--- src/common/ledd_params.svh ---
`ifndef LEDD_PARAMS_SVH
`define LEDD_PARAMS_SVH

// Host register width
`define LEDD_REG_W 8

// Prescaler is {brext, br}
`define LEDD_PS_W 10

// PWM frame counter, one frame is 256 ticks
`define LEDD_FRAME_W 8

// ON/OFF phase time counter
`define LEDD_TIME_W 20

// Low time bits below the compare, one compare unit per frame
`define LEDD_TIME_FRAC 8

// Execute sense chain length
`define LEDD_EXE_SYNC 3

`endif
--- src/common/ledd_seq_pkg.sv ---
`include "ledd_params.svh"

package ledd_seq_pkg;

   typedef enum logic [1:0] {
      ST_IDLE = 2'b00,
      ST_ON   = 2'b01,
      ST_OFF  = 2'b10
   } ledd_state_e;

   // Frame timing shared by sequencer and output stage
   typedef struct packed {
      logic                     tick;   // One cycle per frame step
      logic [`LEDD_FRAME_W-1:0] count;
   } ledd_frame_t;

endpackage

--- src/common/ledd_reg_pkg.sv ---
`include "ledd_params.svh"

package ledd_reg_pkg;

   // Control register 0, top bit first
   typedef struct packed {
      logic       en;        // Driver enable
      logic       fr;        // 1 = 64k frame rate, 0 = 32k
      logic       pol;       // Invert PWM outputs
      logic       rsvd_skew;
      logic       qstop;     // Quick stop on execute loss
      logic       rsvd_lfsr;
      logic [1:0] brext;     // Prescaler bits 9:8
   } ledd_cr0_t;

   // Register bank as the host presents it
   typedef struct packed {
      ledd_cr0_t              cr0;
      logic [`LEDD_REG_W-1:0] br;    // Prescale low byte
      logic [`LEDD_REG_W-1:0] onr;   // ON time
      logic [`LEDD_REG_W-1:0] ofr;   // OFF time, 0 = always on
      logic [`LEDD_REG_W-1:0] pwr;
      logic [`LEDD_REG_W-1:0] pwg;
      logic [`LEDD_REG_W-1:0] pwb;
      logic [`LEDD_REG_W-1:0] rsvd;
   } ledd_regs_t;

endpackage

--- src/ledd_ctrl.sv ---
`timescale 1ns/10ps

module ledd_ctrl (
   input  logic                     ledd_clk,
   input  logic                     ledd_rst_async,
   input  logic                     ledd_exe,        // Level sensitive execute
   input  ledd_reg_pkg::ledd_regs_t regs,
   output logic                     pwm_out_r,
   output logic                     pwm_out_g,
   output logic                     pwm_out_b,
   output logic                     ledd_on
);
   import ledd_seq_pkg::*;

   ledd_frame_t frame;
   logic        restart;   // Execute rise pulse
   logic        active;    // Sequencer not idle
   logic        lit;       // Sequencer in ON phase

   ledd_timebase u_timebase (
      .ledd_clk       (ledd_clk),
      .ledd_rst_async (ledd_rst_async),
      .restart        (restart),
      .active         (active),
      .cr0            (regs.cr0),
      .br             (regs.br),
      .frame          (frame)
   );

   ledd_sequencer u_sequencer (
      .ledd_clk       (ledd_clk),
      .ledd_rst_async (ledd_rst_async),
      .ledd_exe       (ledd_exe),
      .cr0            (regs.cr0),
      .onr            (regs.onr),
      .ofr            (regs.ofr),
      .frame          (frame),
      .restart        (restart),
      .active         (active),
      .lit            (lit)
   );

   ledd_pwm_out u_pwm_out (
      .ledd_clk       (ledd_clk),
      .ledd_rst_async (ledd_rst_async),
      .lit            (lit),
      .frame          (frame),
      .cr0            (regs.cr0),
      .pwr            (regs.pwr),
      .pwg            (regs.pwg),
      .pwb            (regs.pwb),
      .pwm_out_r      (pwm_out_r),
      .pwm_out_g      (pwm_out_g),
      .pwm_out_b      (pwm_out_b),
      .ledd_on        (ledd_on)
   );

endmodule

--- src/ledd_pwm_out.sv ---
`timescale 1ns/10ps
`include "ledd_params.svh"

module ledd_pwm_out (
   input  logic                      ledd_clk,
   input  logic                      ledd_rst_async,
   input  logic                      lit,
   input  ledd_seq_pkg::ledd_frame_t frame,
   input  ledd_reg_pkg::ledd_cr0_t   cr0,
   input  logic [`LEDD_REG_W-1:0]    pwr,
   input  logic [`LEDD_REG_W-1:0]    pwg,
   input  logic [`LEDD_REG_W-1:0]    pwb,
   output logic                      pwm_out_r,
   output logic                      pwm_out_g,
   output logic                      pwm_out_b,
   output logic                      ledd_on
);

   logic drive_r;
   logic drive_g;
   logic drive_b;

   // High for the first pw counts of each frame
   assign drive_r = lit & (frame.count < pwr);
   assign drive_g = lit & (frame.count < pwg);
   assign drive_b = lit & (frame.count < pwb);

   always_ff @(posedge ledd_clk or posedge ledd_rst_async) begin
      if (ledd_rst_async) begin
         pwm_out_r <= 1'b0;
         pwm_out_g <= 1'b0;
         pwm_out_b <= 1'b0;
         ledd_on   <= 1'b0;
      end else begin
         pwm_out_r <= drive_r ^ cr0.pol;
         pwm_out_g <= drive_g ^ cr0.pol;
         pwm_out_b <= drive_b ^ cr0.pol;
         ledd_on   <= lit;   // Same cycle as the colors
      end
   end

endmodule

--- src/sequencer/ledd_sequencer.sv ---
`timescale 1ns/10ps
`include "ledd_params.svh"

module ledd_sequencer (
   input  logic                      ledd_clk,
   input  logic                      ledd_rst_async,
   input  logic                      ledd_exe,
   input  ledd_reg_pkg::ledd_cr0_t   cr0,
   input  logic [`LEDD_REG_W-1:0]    onr,
   input  logic [`LEDD_REG_W-1:0]    ofr,
   input  ledd_seq_pkg::ledd_frame_t frame,
   output logic                      restart,
   output logic                      active,
   output logic                      lit
);
   import ledd_seq_pkg::*;

   logic [`LEDD_EXE_SYNC-1:0]               exe_sense;
   logic                                    execute;
   logic                                    exe_rise;
   logic                                    quick_stop;
   logic                                    always_on;
   ledd_state_e                             state;
   ledd_state_e                             next_state;
   logic [`LEDD_REG_W+1:0]                  time_dest;
   logic [`LEDD_TIME_W-`LEDD_TIME_FRAC-1:0] time_goal;
   logic [`LEDD_TIME_W-1:0]                 time_cnt;
   logic                                    time_done;
   logic                                    time_clr;

   // Execute sense chain, enable gates the input
   always_ff @(posedge ledd_clk or posedge ledd_rst_async) begin
      if (ledd_rst_async)
         exe_sense <= '0;
      else
         exe_sense <= {cr0.en & ledd_exe, exe_sense[`LEDD_EXE_SYNC-1:1]};
   end

   assign execute  = exe_sense[1] & exe_sense[0];
   assign exe_rise = exe_sense[1] & ~exe_sense[0];
   assign restart  = exe_rise;

   assign quick_stop = cr0.qstop & ~execute;   // Not frame bounded
   assign always_on  = (ofr == '0);

   always_comb begin
      next_state = ST_IDLE;
      case (state)
         ST_IDLE: begin
            if (exe_rise)
               next_state = ST_ON;
         end
         ST_ON: begin
            if (quick_stop)
               next_state = ST_IDLE;
            else if (time_done & ~always_on)
               next_state = ST_OFF;
            else if (time_done)
               next_state = execute ? ST_ON : ST_IDLE;
            else
               next_state = ST_ON;
         end
         ST_OFF: begin
            if (~execute)
               next_state = ST_IDLE;
            else if (time_done)
               next_state = ST_ON;
            else
               next_state = ST_OFF;
         end
         default: next_state = ST_IDLE;
      endcase
   end

   always_ff @(posedge ledd_clk or posedge ledd_rst_async) begin
      if (ledd_rst_async)
         state <= ST_IDLE;
      else
         state <= next_state;
   end

   assign active = (state != ST_IDLE);
   assign lit    = (state == ST_ON);

   // Phase goal in frames, x4 and doubled at the 64k rate
   always_comb begin
      case (state)
         ST_ON:   time_dest = {onr, 2'b00};
         ST_OFF:  time_dest = {ofr, 2'b00};
         default: time_dest = '0;
      endcase
   end

   assign time_goal = cr0.fr ? {1'b0, time_dest, 1'b0} : {2'b00, time_dest};
   assign time_done = frame.tick &
                      (time_cnt[`LEDD_TIME_W-1:`LEDD_TIME_FRAC] == time_goal);
   assign time_clr  = (~active & exe_rise) | (active & time_done);

   // Counts ticks from 1
   always_ff @(posedge ledd_clk or posedge ledd_rst_async) begin
      if (ledd_rst_async)
         time_cnt <= `LEDD_TIME_W'(1);
      else if (time_clr)
         time_cnt <= `LEDD_TIME_W'(1);
      else if (active & frame.tick)
         time_cnt <= time_cnt + `LEDD_TIME_W'(1);
   end

endmodule

--- src/timebase/ledd_timebase.sv ---
`timescale 1ns/10ps
`include "ledd_params.svh"

module ledd_timebase (
   input  logic                      ledd_clk,
   input  logic                      ledd_rst_async,
   input  logic                      restart,
   input  logic                      active,
   input  ledd_reg_pkg::ledd_cr0_t   cr0,
   input  logic [`LEDD_REG_W-1:0]    br,
   output ledd_seq_pkg::ledd_frame_t frame
);

   logic [`LEDD_PS_W-1:0]    ps_cnt;
   logic [`LEDD_PS_W-1:0]    ps_load;
   logic                     ps_zero;
   logic                     ps_32k;      // Toggles on every 64k tick
   logic                     tick_64k;
   logic                     tick_32k;
   logic                     frame_tick;
   logic [`LEDD_FRAME_W-1:0] frame_cnt;

   assign ps_load = {cr0.brext, br};
   assign ps_zero = (ps_cnt == '0);

   // Prescale down-counter, reload at zero
   always_ff @(posedge ledd_clk or posedge ledd_rst_async) begin
      if (ledd_rst_async)
         ps_cnt <= '0;
      else if (restart)
         ps_cnt <= ps_load;
      else if (active) begin
         if (ps_zero)
            ps_cnt <= ps_load;
         else
            ps_cnt <= ps_cnt - `LEDD_PS_W'(1);
      end
   end

   always_ff @(posedge ledd_clk or posedge ledd_rst_async) begin
      if (ledd_rst_async)
         ps_32k <= 1'b0;
      else if (restart)
         ps_32k <= 1'b0;
      else if (active & ps_zero)
         ps_32k <= ~ps_32k;
   end

   assign tick_64k   = active & ps_zero;
   assign tick_32k   = tick_64k & ps_32k;   // Every second 64k tick
   assign frame_tick = cr0.fr ? tick_64k : tick_32k;

   // Starts from all ones so the first tick lands on count 0
   always_ff @(posedge ledd_clk or posedge ledd_rst_async) begin
      if (ledd_rst_async)
         frame_cnt <= '1;
      else if (restart)
         frame_cnt <= '1;
      else if (frame_tick)
         frame_cnt <= frame_cnt + `LEDD_FRAME_W'(1);
   end

   assign frame.tick  = frame_tick;
   assign frame.count = frame_cnt;

endmodule

--- config.mk ---
export PLATFORM = sky130hd
export DESIGN_NAME = ledd_ctrl
export DESIGN_NICKNAME = d
export VERILOG_FILES = /design/src/common/ledd_seq_pkg.sv /design/src/common/ledd_reg_pkg.sv /design/src/ledd_ctrl.sv /design/src/ledd_pwm_out.sv /design/src/sequencer/ledd_sequencer.sv /design/src/timebase/ledd_timebase.sv
export VERILOG_INCLUDE_DIRS = /design/src /design/src/common
export SDC_FILE = /design/constraint.sdc
export NUM_CORES = 1
export LEC_CHECK = 0
export BUFFER_PORTS_ARGS = -buffer_cell sky130_fd_sc_hd__buf_2
export CORE_ASPECT_RATIO = 1.5
export CORE_MARGIN = 5
export CORE_UTILIZATION = 56
export CTS_CLUSTER_SIZE = 10
export DETAILED_ROUTE_END_ITERATION = 6
export PLACE_DENSITY = 0.8
export SLEW_MARGIN = 30
export SYNTH_ARGS = -nofsm -noshare
export SYNTH_HDL_FRONTEND = slang
export SYNTH_HIERARCHICAL = 1
export SYNTH_SLANG_ARGS = --single-unit
--- constraint.sdc ---
create_clock -name ledd_clk -period 3.94 [get_ports ledd_clk]
set_clock_uncertainty 0.2 [all_clocks]
set_input_delay 0.394 -clock ledd_clk [delete_from_list [all_inputs] [get_ports ledd_clk]]
set_output_delay 0.394 -clock ledd_clk [all_outputs]
set_load 0.02 [all_outputs]
==> summary by stage <==
Yosys
The total nets after synthesis is approximately 480. The netlist uses 66 different library cells. The number of flip-flops and latches in the synthesized netlist is 48.

By area the synthesized netlist is led by sky130_fd_sc_hd__dfrtp_1 26%, sky130_fd_sc_hd__ha_1 9.5%, sky130_fd_sc_hd__dfstp_2 6.4%. The post-synthesis sequential area ratio is 0.329. The leading area contributor after synthesis is sky130_fd_sc_hd__dfrtp_1. After synthesis, the share of flip-flops with an asynchronous set or reset is 1.00. The main flop type after synthesis is sky130_fd_sc_hd__dfrtp_1. The average cell area after synthesis is around 9.5 µm².

The synthesized design contains 0 enable-type register cells. The number of warnings reported in the yosys synthesis log is 6. The instance count of the mapped netlist is roughly 390. The netlist area before placement is between 3000 and 4000 µm². The share of synthesized area in the top cell type comes to 0.265.

Power
Dividing total power by cell area gives a power density of 290 nW/µm². The completed layout was analyzed and its total power is 0.00120 W. Summed over all cells, the static leakage comes to 1.89 nW. The worst-case IR drop observed on VDD is 0.232 mV.

Clocking
The post-CTS setup-driven buffer insertion count is 0. The later pin in the worst-skew pair is clocked with a latency of ~0.31 ns. The deepest clock path buffer count is 2. The H-tree generated during clock tree synthesis spans 2 levels. The clock tree root driver cell is sky130_fd_sc_hd__clkbuf_8. The number of CTS-inserted buffers is 5. Clock tree synthesis found a total of between 40 and 50 sinks. TritonCTS built the clock tree.

The clock transition at the registers of the reported paths is approximately 0.10 ns.

Setup path
The signal on the critical path passes through inv_1, ha_1, inv_1, nand4bb_1, nor4_4, nor4b_1, and3_1, o2111ai_2, nor3_1, mux2_2. In this run the critical register-to-register path is captured at u_sequencer/state[1]. The count of buffering cells on the critical path with inverters included is 2. STA classifies the critical path startpoint as a register. The critical path in this run is classified as reg -> reg.

In this run the worst path has a maximum fanout of 4. The most repeated library cell on the critical path is sky130_fd_sc_hd__inv_1. STA classifies the critical path endpoint as a register. The peak per-stage delay on the critical path is roughly 0.4 ns.

Tracing the worst setup path back leads to its startpoint at u_sequencer/state[0]. The cell depth of the worst setup path is 10. The count of cells along the worst register-to-register path is 10.

The worst reg2reg path startpoint is u_sequencer/state[0]. In this design, the largest share of critical-path delay is due to simple AND/OR/NAND/NOR gates. Data arrives at the worst endpoint at approximately 3.3 ns. Data on the critical path is required at its endpoint by roughly 3.9 ns. The timing endpoint of the critical path is u_sequencer/state[1].

The slowest cell on the critical path is sky130_fd_sc_hd__nor4_4. The worst register-to-register path has a setup slack of 0.65 ns.

GRT
The total overflow reported by the global router is 0. For this run, the total global-route usage over all layers was measured as 0.217. The number of global-route vias before repair is roughly 3200. The maximum number of pins on one net before global-route repair is 26. The number of antenna violations at the first check in global routing is 0. The first global-routing pass estimated between 10000 and 15000 µm of wire.

Cells and area
The fraction of final layout cells sized beyond drive strength 1 is 0.251. After filler insertion, the fill cell instance count of the layout stands at 525. Once layout is complete, the utilization of the core stands at 0.644. The final-stage net count is between 500 and 600. The area growth from synthesis to layout is 12.5%. The area taken by flip-flops and latches is between 1000 and 1500 µm². 0 antenna diodes ended up in the layout. The area used by multi-input combinational logic is around 2200 µm².

Die
71 I/O pins were placed. Measured along the x axis, the die boundary spans ~76 µm. After floorplanning, the core was sized to cover about 6400 µm².

The initial core utilization is 0.572. In this run the vertical extent of the chip is roughly 110 µm. The row count is 36. The overall die area is 8330 µm².

Job
The number of max-capacitance violations reported is 0.

Timing
At the pin with the least slew margin, the transition time is 0.744 ns. Setup total negative slack on the finished layout was measured at 0 ns. In the finished design, the share of the clock period the worst path needs comes to 0.836. The max-slew violation total from the final report was 0. The number of hold violations in the final report is 0. The worst-case headroom to the max-slew limit is 0.499. Setup violations remaining at the end of the flow were counted as 0. The highest clock frequency the design can meet is ~300 MHz. The post-route worst hold slack is 0.115 ns. Subtracting the final worst setup slack from the clock period gives between 3 and 4 ns. Setup repair after global routing left no endpoint under its margin.

Detailed routing
The average vias per placed instance is 6.04. The routed layout has between 3000 and 4000 vias. The number of nets with antenna violations after detailed routing is 0. The total wire length is between 8000 and 9000 µm. The first TritonRoute pass finished after 7 iterations. The detailed router finished its first iteration with 131 violations. The remaining routing DRC violations is 0. After detailed routing, the average wire length per cell comes to about 16 µm.

Placement
The count of port buffers added during placement is 60. The detailed placement HPWL is between 6000 and 7000 µm. The last weighted congestion value of the routability-driven placer is 0.916.

Hold path
In this run the worst hold path is classified as in -> reg.

Status
The run finished with clean final reports.
power breakdown:
part	leakage [nW]	total, W	internal, W	switching (W)
registers	0.602	0.000588	0.000533	0.0000557
clock network	0.0516	0.000322	0.000144	0.000178
logic	1.23	0.000293	0.000130	0.000163
synth_stat cells, types with 3 or more instances:
library cell / instances
sky130_fd_sc_hd__xor2_1: 15
sky130_fd_sc_hd__nor4_4: 3
sky130_fd_sc_hd__o21ai_2: 3
sky130_fd_sc_hd__a31oi_1: 4
sky130_fd_sc_hd__a22oi_1: 6
sky130_fd_sc_hd__inv_1: 37
sky130_fd_sc_hd__nand2b_4: 3
sky130_fd_sc_hd__a2111oi_4: 4
sky130_fd_sc_hd__nand2b_1: 6
sky130_fd_sc_hd__xnor2_1: 13
sky130_fd_sc_hd__and3_1: 10
sky130_fd_sc_hd__a21o_1: 4
sky130_fd_sc_hd__nor2_1: 25
sky130_fd_sc_hd__o21a_1: 5
sky130_fd_sc_hd__ha_1: 28
sky130_fd_sc_hd__nand3b_1: 3
sky130_fd_sc_hd__clkbuf_1: 6
sky130_fd_sc_hd__o22a_1: 3
sky130_fd_sc_hd__o21ai_0: 14
sky130_fd_sc_hd__a21oi_1: 9
sky130_fd_sc_hd__nor2b_1: 4
sky130_fd_sc_hd__nor4_1: 5
sky130_fd_sc_hd__nand3_1: 14
sky130_fd_sc_hd__and2_1: 4
sky130_fd_sc_hd__nand2_1: 20
sky130_fd_sc_hd__and4_1: 3
sky130_fd_sc_hd__buf_4: 3
sky130_fd_sc_hd__dfrtp_1: 39
sky130_fd_sc_hd__o22ai_1: 4
sky130_fd_sc_hd__nand4_1: 10
sky130_fd_sc_hd__mux2i_1: 4
sky130_fd_sc_hd__o211ai_1: 5
sky130_fd_sc_hd__nor3_1: 21
sky130_fd_sc_hd__dfstp_2: 9
registers in the layout (all words and copies together), names as in the netlist:
name and cells:
u_timebase/ps_cnt 10, u_pwm_out/pwm_out_b 1, u_sequencer/state 2, u_sequencer/exe_sense 3
u_pwm_out/pwm_out_r 1, u_timebase/frame_cnt 8, u_sequencer/time_cnt 20, u_pwm_out/pwm_out_g 1
u_pwm_out/ledd_on 1, u_timebase/ps_32k 1
metrics by stage:
stage          cells  cell area [µm²]  setup slack [ns]
6_report         527             4150             0.646
4_1_cts          527             4150             0.662
3_5_place_dp     518             4040             0.690
3_3_place_gp     518             4040             0.684
5_1_grt          527             4150             0.411
2_1_floorplan    388             3680             0.606
cells by family after synthesis:
kind of cell,Yosys count,synth area share
AO/OA/AOI/OAI,83,0.197
XOR/XNOR,28,0.0666
adder cells (fa/ha/maj),28,0.0951
buffers and inverters,51,0.0649
flip-flops,48,0.329
multiplexers,6,0.0170
AND/OR/NAND/NOR,144,0.230
timing repair:
action,in CTS,in global routing
hold buffers,1,0
gates resized for setup,0,0
endpoints found under the hold margin,4,0
placed cells by master (no fill, tap or decap), types with 3 or more instances in the layout:
master                      instances
sky130_fd_sc_hd__a2111oi_4          4
sky130_fd_sc_hd__a21o_1             4
sky130_fd_sc_hd__a21oi_1            9
sky130_fd_sc_hd__a22oi_1            6
sky130_fd_sc_hd__a31oi_1            4
sky130_fd_sc_hd__and2_1             4
sky130_fd_sc_hd__and3_1            10
sky130_fd_sc_hd__and4_1             3
sky130_fd_sc_hd__buf_2             60
sky130_fd_sc_hd__buf_4              8
sky130_fd_sc_hd__clkbuf_8           6
sky130_fd_sc_hd__dfrtp_1           39
sky130_fd_sc_hd__dfstp_2            9
sky130_fd_sc_hd__ha_1              28
sky130_fd_sc_hd__inv_1             36
sky130_fd_sc_hd__mux2i_1            4
sky130_fd_sc_hd__nand2_1           20
sky130_fd_sc_hd__nand2b_1           6
sky130_fd_sc_hd__nand2b_4           3
sky130_fd_sc_hd__nand3_1           14
sky130_fd_sc_hd__nand3b_1           3
sky130_fd_sc_hd__nand4_1           10
sky130_fd_sc_hd__nor2_1            25
sky130_fd_sc_hd__nor2b_1            4
sky130_fd_sc_hd__nor3_1            21
sky130_fd_sc_hd__nor4_1             5
sky130_fd_sc_hd__nor4_4             3
sky130_fd_sc_hd__o211ai_1           5
sky130_fd_sc_hd__o21a_1             5
sky130_fd_sc_hd__o21ai_0           14
sky130_fd_sc_hd__o21ai_2            3
sky130_fd_sc_hd__o22a_1             3
sky130_fd_sc_hd__o22ai_1            4
sky130_fd_sc_hd__xnor2_1           13
sky130_fd_sc_hd__xor2_1            15
worst min path at each step:
stage,start,to,slack [ns],cells past startpoint
floorplan,ledd_rst_async,u_pwm_out/ledd_on,-0.04,1
global placement,ledd_rst_async,u_pwm_out/pwm_out_r,0.10,2
detailed placement,ledd_rst_async,u_pwm_out/pwm_out_r,0.11,2
CTS,ledd_exe,u_sequencer/exe_sense[2],0.09,2
global route,ledd_exe,u_sequencer/exe_sense[2],0.11,2
finish,ledd_exe,u_sequencer/exe_sense[2],0.11,2
layout make-up:
type	count	share of cell area
clock buffer	6	0.0199
inverter	37	0.0335
multi-input combinational	289	0.538
sequential	48	0.292
timing repair buffer	69	0.0893
clock inverter	2	0.00332
tap	76	0.0229
per-layer routing:
metal,wire length (µm),global-route usage
met3,311,0.0262
met4,219,0.0738
met5,0,0
met1,3340,0.247
met2,4680,0.415
No activity file was read; power rests on OpenSTA's default activity.
